## config.mk

```make
export PLATFORM = sky130hd
export DESIGN_NAME = squash_top
export DESIGN_NICKNAME = d
export VERILOG_FILES = /design/src/common/core_cfg_pkg.sv /design/src/common/squash_pkg.sv /design/src/hw/squash/squash_arb_node.sv /design/src/hw/squash/squash_arb_tree.sv /design/src/hw/squash/squash_ctrl.sv /design/src/hw/squash_top.sv
export SDC_FILE = /design/constraint.sdc
export NUM_CORES = 1
export LEC_CHECK = 0
export ABC_AREA = 1
export BUFFER_PORTS_ARGS = -buffer_cell sky130_fd_sc_hd__buf_2
export CORE_AREA = 2 2 105 107
export DETAILED_ROUTE_END_ITERATION = 7
export DIE_AREA = 0 0 107 109
export PLACE_DENSITY = 0.78
export SLEW_MARGIN = 15
export SYNTH_ARGS = -nofsm -noshare
export SYNTH_HDL_FRONTEND = slang
export SYNTH_SLANG_ARGS = --single-unit
export TNS_END_PERCENT = 50
```

## constraint.sdc

```tcl
create_clock -name clk -period 6.9 [get_ports clk]
set_input_delay 0 -clock clk [delete_from_list [all_inputs] [get_ports clk]]
set_output_delay 0 -clock clk [all_outputs]
set_load 0.01 [all_outputs]
```

## src/common/core_cfg_pkg.sv

```systemverilog
//----------------------------------------------------------------------
// Core-wide configuration: sequence number and redirect address widths
// and the matching types
//----------------------------------------------------------------------

`default_nettype none

package core_cfg_pkg;

  // 5-bit tags, 32 instructions in flight
  localparam int unsigned seq_num_bits = 5;

  // Redirect target width
  localparam int unsigned addr_bits = 32;

  // Instruction sequence number, wraps modulo 2^seq_num_bits
  typedef logic [seq_num_bits-1:0] seq_num_t;

  // Fetch redirect address
  typedef logic [addr_bits-1:0] addr_t;

endpackage

`default_nettype wire

```

## src/common/squash_pkg.sv

```systemverilog
//----------------------------------------------------------------------
// Squash notification message and the wraparound-aware age compare
//----------------------------------------------------------------------

`default_nettype none

package squash_pkg;

  import core_cfg_pkg::*;

  //--------------------------------------------------------------------
  // Squash message
  //--------------------------------------------------------------------

  // 38 bits with the default widths
  typedef struct packed {
    logic     val;
    seq_num_t seq_num;
    addr_t    target;
  } squash_msg_t;

  //--------------------------------------------------------------------
  // Age comparison
  //--------------------------------------------------------------------

  // True when a is strictly older than b, i.e. nearer the commit head
  // Distances count forward from head and wrap with the tag width
  function automatic logic is_older(seq_num_t a, seq_num_t b, seq_num_t head);
    seq_num_t dist_a;
    seq_num_t dist_b;
    // Modular subtraction handles the wrap
    dist_a = a - head;
    dist_b = b - head;
    return dist_a < dist_b;
  endfunction

endpackage

`default_nettype wire

```

## src/hw/squash/squash_arb_node.sv

```systemverilog
//----------------------------------------------------------------------
// Pairwise squash arbiter: passes the older of two notifications,
// purely combinational
//----------------------------------------------------------------------

`timescale 1ns/1ps
`default_nettype none

module squash_arb_node
  import core_cfg_pkg::*;
  import squash_pkg::*;
(
  // Commit head, reference point for age
  input  seq_num_t    head,

  // Notifications to compare
  input  squash_msg_t arb0,
  input  squash_msg_t arb1,

  // Winner
  output squash_msg_t gnt
);

  // Age of arb0 relative to arb1
  logic arb0_older;

  assign arb0_older = is_older(arb0.seq_num, arb1.seq_num, head);

  always_comb begin
    if (!arb0.val) begin
      // Only arb1 can be valid, or neither
      gnt = arb1;
    end else if (!arb1.val) begin
      gnt = arb0;
    end else if (arb0_older) begin
      // Both valid, arb0 strictly older
      gnt = arb0;
    end else begin
      // Both valid, ties go to arb1
      gnt = arb1;
    end
  end

endmodule

`default_nettype wire

```

## src/hw/squash/squash_arb_tree.sv

```systemverilog
//----------------------------------------------------------------------
// Binary tree of pairwise squash arbiters over num_arb sources, leaves
// padded to a power of two with invalid messages
//----------------------------------------------------------------------

`timescale 1ns/1ps
`default_nettype none

module squash_arb_tree
  import core_cfg_pkg::*;
  import squash_pkg::*;
#(
  parameter int unsigned num_arb = 2
) (
  // Commit head, fanned out to every node
  input  seq_num_t    head,

  // Source notifications
  input  squash_msg_t arb [num_arb],

  // Oldest valid notification
  output squash_msg_t gnt
);

  // Tree shape
  localparam int unsigned num_levels = $clog2(num_arb);
  localparam int unsigned num_leaves = 2 ** num_levels;
  localparam int unsigned num_nodes  = 2 * num_leaves - 1;

  // OR of all source valids, for checking
  logic any_val;

  generate
    if (num_arb == 1) begin : g_single
      // Nothing to arbitrate
      assign gnt = arb[0];
    end else begin : g_tree
      // Heap layout, root at 0, children of i at 2i+1 and 2i+2
      squash_msg_t node_msg [num_nodes];

      //----------------------------------------------------------------
      // Leaves
      //----------------------------------------------------------------

      for (genvar k = 0; k < num_leaves; k++) begin : g_leaf
        if (k < num_arb) begin : g_src
          assign node_msg[num_leaves-1+k] = arb[k];
        end else begin : g_pad
          // Unused leaf never wins
          assign node_msg[num_leaves-1+k] = '0;
        end
      end

      //----------------------------------------------------------------
      // Internal nodes
      //----------------------------------------------------------------

      for (genvar i = 0; i < num_leaves - 1; i++) begin : g_node
        squash_arb_node u_node (
          .head (head),
          .arb0 (node_msg[2*i+1]),
          .arb1 (node_msg[2*i+2]),
          .gnt  (node_msg[i])
        );
      end

      assign gnt = node_msg[0];
    end
  endgenerate

  always_comb begin
    any_val = 1'b0;
    for (int k = 0; k < num_arb; k++) begin
      any_val = any_val | arb[k].val;
    end
  end

  // A grant exists exactly when some source raised a notification
  // Checked once the tree has settled
  always_comb begin
    assert final (gnt.val == any_val)
      else $error("squash_arb_tree: gnt.val %b with any source valid %b", gnt.val, any_val);
  end

endmodule

`default_nettype wire

```

## src/hw/squash/squash_ctrl.sv

```systemverilog
//----------------------------------------------------------------------
// Squash control: commit head, younger-squash filter and the
// registered squash output
//----------------------------------------------------------------------

`timescale 1ns/1ps
`default_nettype none

module squash_ctrl
  import core_cfg_pkg::*;
  import squash_pkg::*;
(
  input  logic        clk,
  input  logic        rst_n,

  // Arbitrated notification from the tree
  input  squash_msg_t gnt,

  // Retirement strobe
  input  logic        commit_val,
  input  seq_num_t    commit_seq_num,

  // Next instruction to retire
  output seq_num_t    head,

  // Issued squash
  output squash_msg_t squash
);

  //--------------------------------------------------------------------
  // State
  //--------------------------------------------------------------------

  seq_num_t head_q;

  // Filter drops anything younger than filt_seq_num
  logic     filt_val;
  seq_num_t filt_seq_num;

  // Output register
  logic     squash_val_q;
  seq_num_t squash_seq_q;
  addr_t    squash_target_q;

  //--------------------------------------------------------------------
  // Accept decision
  //--------------------------------------------------------------------

  logic accept;
  logic filt_clear;

  // Grant must be older than the last issued squash while filtering
  assign accept = gnt.val &&
                  (!filt_val || is_older(gnt.seq_num, filt_seq_num, head_q));

  // Squashing instruction retires
  assign filt_clear = commit_val && filt_val && (commit_seq_num == filt_seq_num);

  //--------------------------------------------------------------------
  // Control registers
  //--------------------------------------------------------------------

  always_ff @(posedge clk) begin
    if (!rst_n) begin
      head_q       <= '0;
      filt_val     <= 1'b0;
      squash_val_q <= 1'b0;
    end else begin
      if (commit_val) begin
        head_q <= commit_seq_num + seq_num_t'(1);
      end
      // New squash wins over a same-cycle clear
      if (accept) begin
        filt_val <= 1'b1;
      end else if (filt_clear) begin
        filt_val <= 1'b0;
      end
      squash_val_q <= accept;
    end
  end

  // Payload, loaded only on issue
  always_ff @(posedge clk) begin
    if (accept) begin
      filt_seq_num    <= gnt.seq_num;
      squash_seq_q    <= gnt.seq_num;
      squash_target_q <= gnt.target;
    end
  end

  assign head   = head_q;
  assign squash = '{val: squash_val_q, seq_num: squash_seq_q, target: squash_target_q};

  //--------------------------------------------------------------------
  // Checks
  //--------------------------------------------------------------------

  // Retirement is in order, always at the head
  a_commit_at_head: assert property (@(posedge clk) disable iff (!rst_n)
    commit_val |-> commit_seq_num == head_q);

  // Issued squash is last cycle's grant
  a_squash_from_gnt: assert property (@(posedge clk) disable iff (!rst_n)
    squash_val_q |-> $past(gnt.val) && squash_seq_q == $past(gnt.seq_num));

endmodule

`default_nettype wire

```

## src/hw/squash_top.sv

```systemverilog
//----------------------------------------------------------------------
// Squash arbitration top: packs source ports into messages, arbiter
// tree followed by the squash control
//----------------------------------------------------------------------

`timescale 1ns/1ps
`default_nettype none

module squash_top
  import core_cfg_pkg::*;
  import squash_pkg::*;
#(
  parameter int unsigned num_arb = 4
) (
  input  logic               clk,
  input  logic               rst_n,

  // Squash sources
  input  logic [num_arb-1:0] arb_val,
  input  seq_num_t           arb_seq_num [num_arb],
  input  addr_t              arb_target  [num_arb],

  // Retirement
  input  logic               commit_val,
  input  seq_num_t           commit_seq_num,

  // Issued squash
  output logic               squash_val,
  output seq_num_t           squash_seq_num,
  output addr_t              squash_target
);

  squash_msg_t arb_msg [num_arb];
  squash_msg_t gnt;
  squash_msg_t squash;
  seq_num_t    head;

  // Pack each source
  for (genvar k = 0; k < num_arb; k++) begin : g_pack
    assign arb_msg[k] = '{val: arb_val[k], seq_num: arb_seq_num[k], target: arb_target[k]};
  end

  squash_arb_tree #(
    .num_arb (num_arb)
  ) u_tree (
    .head (head),
    .arb  (arb_msg),
    .gnt  (gnt)
  );

  squash_ctrl u_ctrl (
    .clk            (clk),
    .rst_n          (rst_n),
    .gnt            (gnt),
    .commit_val     (commit_val),
    .commit_seq_num (commit_seq_num),
    .head           (head),
    .squash         (squash)
  );

  // Unpack onto the output ports
  assign squash_val     = squash.val;
  assign squash_seq_num = squash.seq_num;
  assign squash_target  = squash.target;

endmodule

`default_nettype wire

```

# After elaboration in Yosys (flattened, before gate mapping)
# Index checks and enable logic that the tools add are counted.
# W data, S select, Z words.
[op_classes]
add_sub_neg = 9
magnitude_cmp = 4
n_eq_ne = 1
muxes = 11
n_reduce_logical = 6
[ops]
columns = ["operator", "count"]
rows = [
  ["$mux W37", 6],
  ["$mux W38", 3],
  ["$sub A5 B5 Y5", 8],
  ["$lt A5 B5 Y1", 4],
  ["$add A5 B1 Y5 const B", 1],
  ["$eq A5 B5 Y1", 1],
  ["$logic_and A1 B1 Y1", 3],
  ["$mux W1", 2],
  ["$reduce_bool A2 Y1", 1],
  ["$logic_not A1 Y1", 1],
  ["$logic_or A1 B1 Y1", 1],
]
[word_totals]
register_bits = 44
output_inout_bits = 38

# Depth between registers and ports, before layout
[depth]
ltp_word = 15
ltp_mapped = 48

# Hierarchy
# Synthesis repeated with hierarchy kept, for this count alone.
[hier_totals]
hier_cells = 690
area_unflattened_um2 = 5280.1
[by_module_without_submodules]
columns = ["module", "instances", "cells_each", "area_each_um2"]
rows = [
  ["squash_arb_node (u_tree.g_tree.g_node[0].u_node ...)", 2, 180, 1108.6],
  ["squash_ctrl", 1, 150, 1895.6],
  ["squash_arb_node (u_tree.g_tree.g_node[2].u_node)", 1, 180, 1167.4],
]

# Least setup slack after synthesis
# Ideal clock, no wire load.
[synth_path]
kind = "register -> register"
from = "register u_ctrl.head_q[1] (netlist: u_ctrl.head[1])"
to = "register u_ctrl.squash_seq_q[0], enable pin"
arrival_ns = 7.246
t_required_ns = 6.508
path_slack_ns = -0.738
path_stages_with_launch = 43
period_less_slack_ns = 7.638
cell_sequence = "dfxtp_1 inv_1 fa_1 nand3_1 nand2_1 xor2_1 ha_1 nand2_1 nor2_1 nand2_1 nand3_2 nand2_4 nand2_4 buf_6 buf_4 o21ai_0 ha_1 fa_1 (+7 left out) nand3_1 a21oi_4 buf_4 o21ai_1 inv_1 ha_1 fa_1 o21ai_0 xor2_1 nand3_1 nand2_1 inv_1 ha_1 a21oi_1 o221ai_1 nand2_1 o21ai_0 inv_1"
[synth_lines]
columns = ["item", "line_no", "source"]
rows = [
  ["start: declaration", "squash_ctrl.sv:34", "seq_num_t head_q;"],
  ["start signal: assignment", "squash_ctrl.sv:70", "head_q <= commit_seq_num + seq_num_t'(1);"],
  ["end signal: assignment", "squash_ctrl.sv:86", "squash_seq_q <= gnt.seq_num;"],
  ["end: declaration", "squash_ctrl.sv:42", "seq_num_t squash_seq_q;"],
]

==> results by stage <==
Synth:
- The synthesized flop and latch total is 44.
- Yosys printed 0 warnings.
- A synthesized cell averages 7.27 µm².
- The netlist uses 32 different library cells.
- The area of the mapped netlist is 0.00461 mm².
- Synthesis produced 634 cells.
- The sequential element share of the synthesized area is 0.271.
- The net count after synthesis is between 800 and 900.

Clocking:
- The maximum count of clock buffers along a single path is 2.
- The tree is rooted in a sky130_fd_sc_hd__clkbuf_8.
- The clock drives 44 sinks.
- The post-CTS clock slew at the launch and capture registers of the worst setup and hold paths is 90 ps.
- The CTS tree is yes.
- Clock latency on the worst-skew pair, taken at its later pin, is 300 ps.
- The H-tree depth is 2.
- The number of buffers created by CTS is 5.

Drt:
- The final route contains approximately 5200 vias.
- After detailed routing, the average wire length per cell comes to 14.8 µm.
- In the routed design, unresolved DRC markers number 0.
- The routed design has 14800 µm of wire.
- The met2 layer wire length in the routed design is a little over 7000 µm.
- In this run the remaining antenna-violating nets after routing total 0.
- In the routed layout, each cell is associated on average with a via count of 5.19.
- After the first detailed-routing iteration, the DRC count stood at ~500.
- In this run the top signal layer used is met4.
- The met3 wire length is approximately 1000 µm.
- The first TritonRoute pass finished after 5 iterations.
- After detailed routing, the wire length on met1 is between 6000 and 7000 µm.

Place:
- The last weighted congestion value of the routability-driven placer is 0.935.
- The post-placement cell area is 0.00588 mm².
- The count of buffers inserted at the top-level ports is 197.
- Summed over all nets, the half-perimeter wirelength after detailed placement is 11300 µm.
- The pre-CTS setup slack is -119 ps.
- After detailed placement, the design holds a cell count of 962.

Finish:
- The antenna diode count is 0.
- The net count of the finished layout is 1076.
- The share of final-layout standard cells stronger than drive strength 1 is 0.355.
- The cell area after layout is around 0.0064 mm².
- Leaving out filler cells and counting taps, the final layout contains 999.
- Measured on the finished design, the core utilization comes to 0.601.
- The layout overhead on the synthesized area is 38.1%.
- Leaving out fill and tap cells, the most frequent cell in the layout is sky130_fd_sc_hd__buf_2.
- In the layout the commonest cells are 197 x sky130_fd_sc_hd__buf_2, 154 x sky130_fd_sc_hd__nand2_1, 148 x sky130_fd_sc_hd__nand3_1.
- Counting the fill cells in the layout gives 994.

Timing:
- The worst slew margin relative to its limit is 0.435.
- The clock period minus worst slack is 7040 ps.
- At the pin with the least slew margin, the transition time is between 800 and 900 ps.
- Setup violations remaining at the end of the flow were counted as 37.
- The ratio of final minimum period to clock period is 1.02.
- Setup repair after global routing could not meet its margin everywhere.
- The number of hold violations in the final report was 0.
- The tightest hold margin is 36.6 ps.
- The timing-limited maximum frequency is 142 MHz.
- For the final routed database, the setup TNS stands at -3400 ps.
- The setup skew after layout is ~18 ps.
- The post-route worst setup slack is -136 ps.
- The count of final max-slew check failures is 0.

Worst hold path:
- The hold-critical path depth is 3.
- The worst hold path endpoint is u_ctrl.head[1]$_SDFFE_PN0P_.
- The classification of the worst-slack hold path is input pin to flop.
- The worst hold path begins at rst_n.

Global routing:
- For this run, the total global-route usage over all layers was measured as 0.242.
- Entering global routing, the biggest net connects 38 pins.
- The via count of the first global-routing pass is 4763.
- The number of antenna violations at the first check in global routing is 0.
- The first global-routing pass estimated approximately 22000 µm of wire.
- After global routing the overflow that remains totals 0.

Floorplan:
- The row count is 38.
- During I/O placement, the number of pins put on the boundary was 198.
- Measured along the y axis, the die boundary spans 109 µm.
- The initial utilization of the core area, before any placement, comes to 0.435.
- From left edge to right edge, the die measures approximately 110 µm.
- The die area is 0.0117 mm².
- The region available for standard cell placement spans ~0.011 mm².

Setup path:
- The worst register-to-register path ends at u_ctrl.squash_target_q[12]$_DFFE_PP_.
- The highest net fanout along the worst path is 6.
- The cell depth of the worst flop-to-flop path is 44.
- The slowest stage cell on the critical path is sky130_fd_sc_hd__fa_2.
- The nature of the critical path endpoint is a flop.
- The startpoint class of the critical path is a flop.
- The critical path's largest stage delay is 400 ps.
- Data arrives at the worst endpoint at 7100 ps.
- By startpoint and endpoint, the worst setup path is classified as flop to flop.
- The required time reported for the critical path endpoint is 6970 ps.
- The worst register-to-register path has a setup slack of -140 ps.
- In this run the critical register-to-register path is launched from u_ctrl.head[1]$_SDFFE_PN0P_.
- The most frequent cell on the critical path is sky130_fd_sc_hd__nand2_1.

Power and ir drop:
- The total internal power is 1.63 mW.
- The post-route total power is 2.99 mW.
- The peak ir drop on the vdd network is 0.000280 V.
- The share of total power dissipated in combinational logic is 0.742.
- The relative contribution of the clock network to total power is 0.053.
- The leakage power figure is 3.39 nW.
- For this design the ratio of total power to cell area is 470 mW/mm².
- Summed over all nets, the switching power comes to between 1 and 1.5 mW.
- The share of total power dissipated in sequential elements is 0.206.
- Of the total power, the share spent switching nets is 0.453.

Run:
- The max-cap check violation count is 0.

Outcome:
- The final reports fail on negative setup slack.
- The run finished, with violations left.
[power by group through the flow]
stage	logic [mW]	clock network [mW]	registers, mW
finish	2.22	0.157	0.615
global route	2.45	0.169	0.628
CTS	2.03	0.161	0.616
detailed placement	1.73	0	0.621
global placement	1.70	0	0.618
floorplan	1.14	0	0.689
[area by class of cell]
cell class,count,area [µm²],area share
Multi-Input combinational cell,475,3060,0.481
Timing Repair Buffer,247,1460,0.230
Sequential cell,44,1260,0.197
Inverter,86,330,0.0519
Tap cell,140,175,0.0275
Clock buffer,5,68.8,0.0108
Clock inverter,2,12.5,0.00196
[state kept, by name (all words and copies together), names as in the netlist]
| register | count |
|---|---|
| u_ctrl.head | 5 |
| u_ctrl.filt_val | 1 |
| u_ctrl.squash_seq_q | 5 |
| u_ctrl.squash_val_q | 1 |
| u_ctrl.squash_target_q | 32 |
[cell families after synthesis]
logic type | after synthesis | share of synthesized area
AO/OA/AOI/OAI | 57 | 0.0687
flip-flops | 44 | 0.271
XOR/XNOR | 36 | 0.0684
adder cells (fa/ha/maj) | 57 | 0.168
buffers and inverters | 116 | 0.107
AND/OR/NAND/NOR | 324 | 0.316
[synthesized netlist by cell type]
library cell	instances	area, µm²
sky130_fd_sc_hd__a211oi_1	1	7.51
sky130_fd_sc_hd__a21o_1	1	7.51
sky130_fd_sc_hd__a21oi_1	27	135
sky130_fd_sc_hd__a21oi_4	1	16.3
sky130_fd_sc_hd__a31oi_1	1	6.26
sky130_fd_sc_hd__buf_2	12	60.1
sky130_fd_sc_hd__buf_4	6	45.0
sky130_fd_sc_hd__buf_6	3	33.8
sky130_fd_sc_hd__clkbuf_1	9	33.8
sky130_fd_sc_hd__dfxtp_1	7	140
sky130_fd_sc_hd__edfxtp_1	37	1110
sky130_fd_sc_hd__fa_1	8	160
sky130_fd_sc_hd__ha_1	49	613
sky130_fd_sc_hd__inv_1	84	315
sky130_fd_sc_hd__inv_2	2	7.51
sky130_fd_sc_hd__nand2_1	156	586
sky130_fd_sc_hd__nand2_2	1	6.26
sky130_fd_sc_hd__nand2_4	4	45.0
sky130_fd_sc_hd__nand3_1	150	751
sky130_fd_sc_hd__nand3_2	2	20.0
sky130_fd_sc_hd__nand4_1	2	12.5
sky130_fd_sc_hd__nor2_1	8	30.0
sky130_fd_sc_hd__o211ai_1	1	7.51
sky130_fd_sc_hd__o21ai_0	18	90.1
sky130_fd_sc_hd__o21ai_1	3	15.0
sky130_fd_sc_hd__o21ai_2	1	8.76
sky130_fd_sc_hd__o21bai_1	1	7.51
sky130_fd_sc_hd__o221ai_1	1	8.76
sky130_fd_sc_hd__o22ai_1	1	6.26
sky130_fd_sc_hd__or2_4	1	8.76
sky130_fd_sc_hd__xnor2_1	20	175
sky130_fd_sc_hd__xor2_1	16	140
[worst max path at each step]
stage / to / from / slack, ps
floorplan: u_ctrl.squash_seq_q[0]$_DFFE_PP_ / u_ctrl.head[1]$_SDFFE_PN0P_ / -60
CTS: u_ctrl.squash_target_q[12]$_DFFE_PP_ / u_ctrl.head[1]$_SDFFE_PN0P_ / -8
detailed placement: u_ctrl.squash_target_q[24]$_DFFE_PP_ / u_ctrl.head[0]$_SDFFE_PN0P_ / -120
global placement: u_ctrl.squash_target_q[26]$_DFFE_PP_ / u_ctrl.head[0]$_SDFFE_PN0P_ / 180
global route: u_ctrl.squash_target_q[24]$_DFFE_PP_ / u_ctrl.head[1]$_SDFFE_PN0P_ / -500
finish: u_ctrl.squash_target_q[12]$_DFFE_PP_ / u_ctrl.head[1]$_SDFFE_PN0P_ / -140
[worst max-delay path, delay by kind of cell (launching register included)]
| family | cells | cell delay [ps] |
|---|---|---|
| flops | 1 | 370 |
| simple gates | 17 | 1490 |
| xor+xnor | 4 | 650 |
| fa+ha+maj | 8 | 2400 |
| compound gates | 8 | 1000 |
| buf+inv | 7 | 930 |
[layer usage]
layer  track usage  vias up
met1         0.317     2366
met5             0        -
met3        0.0293       22
li1              -     2552
met4        0.0622        0
met2         0.425      246
[what timing repair did]
item,4_1_cts,5_1_grt
hold endpoints to repair,1,0
resized for setup,9,19
setup endpoints to repair,37,39
hold buffers,2,0
setup buffers,12,12
gates cloned,2,2
pin swaps,1,9
Power figures use the tool's default switching activity.
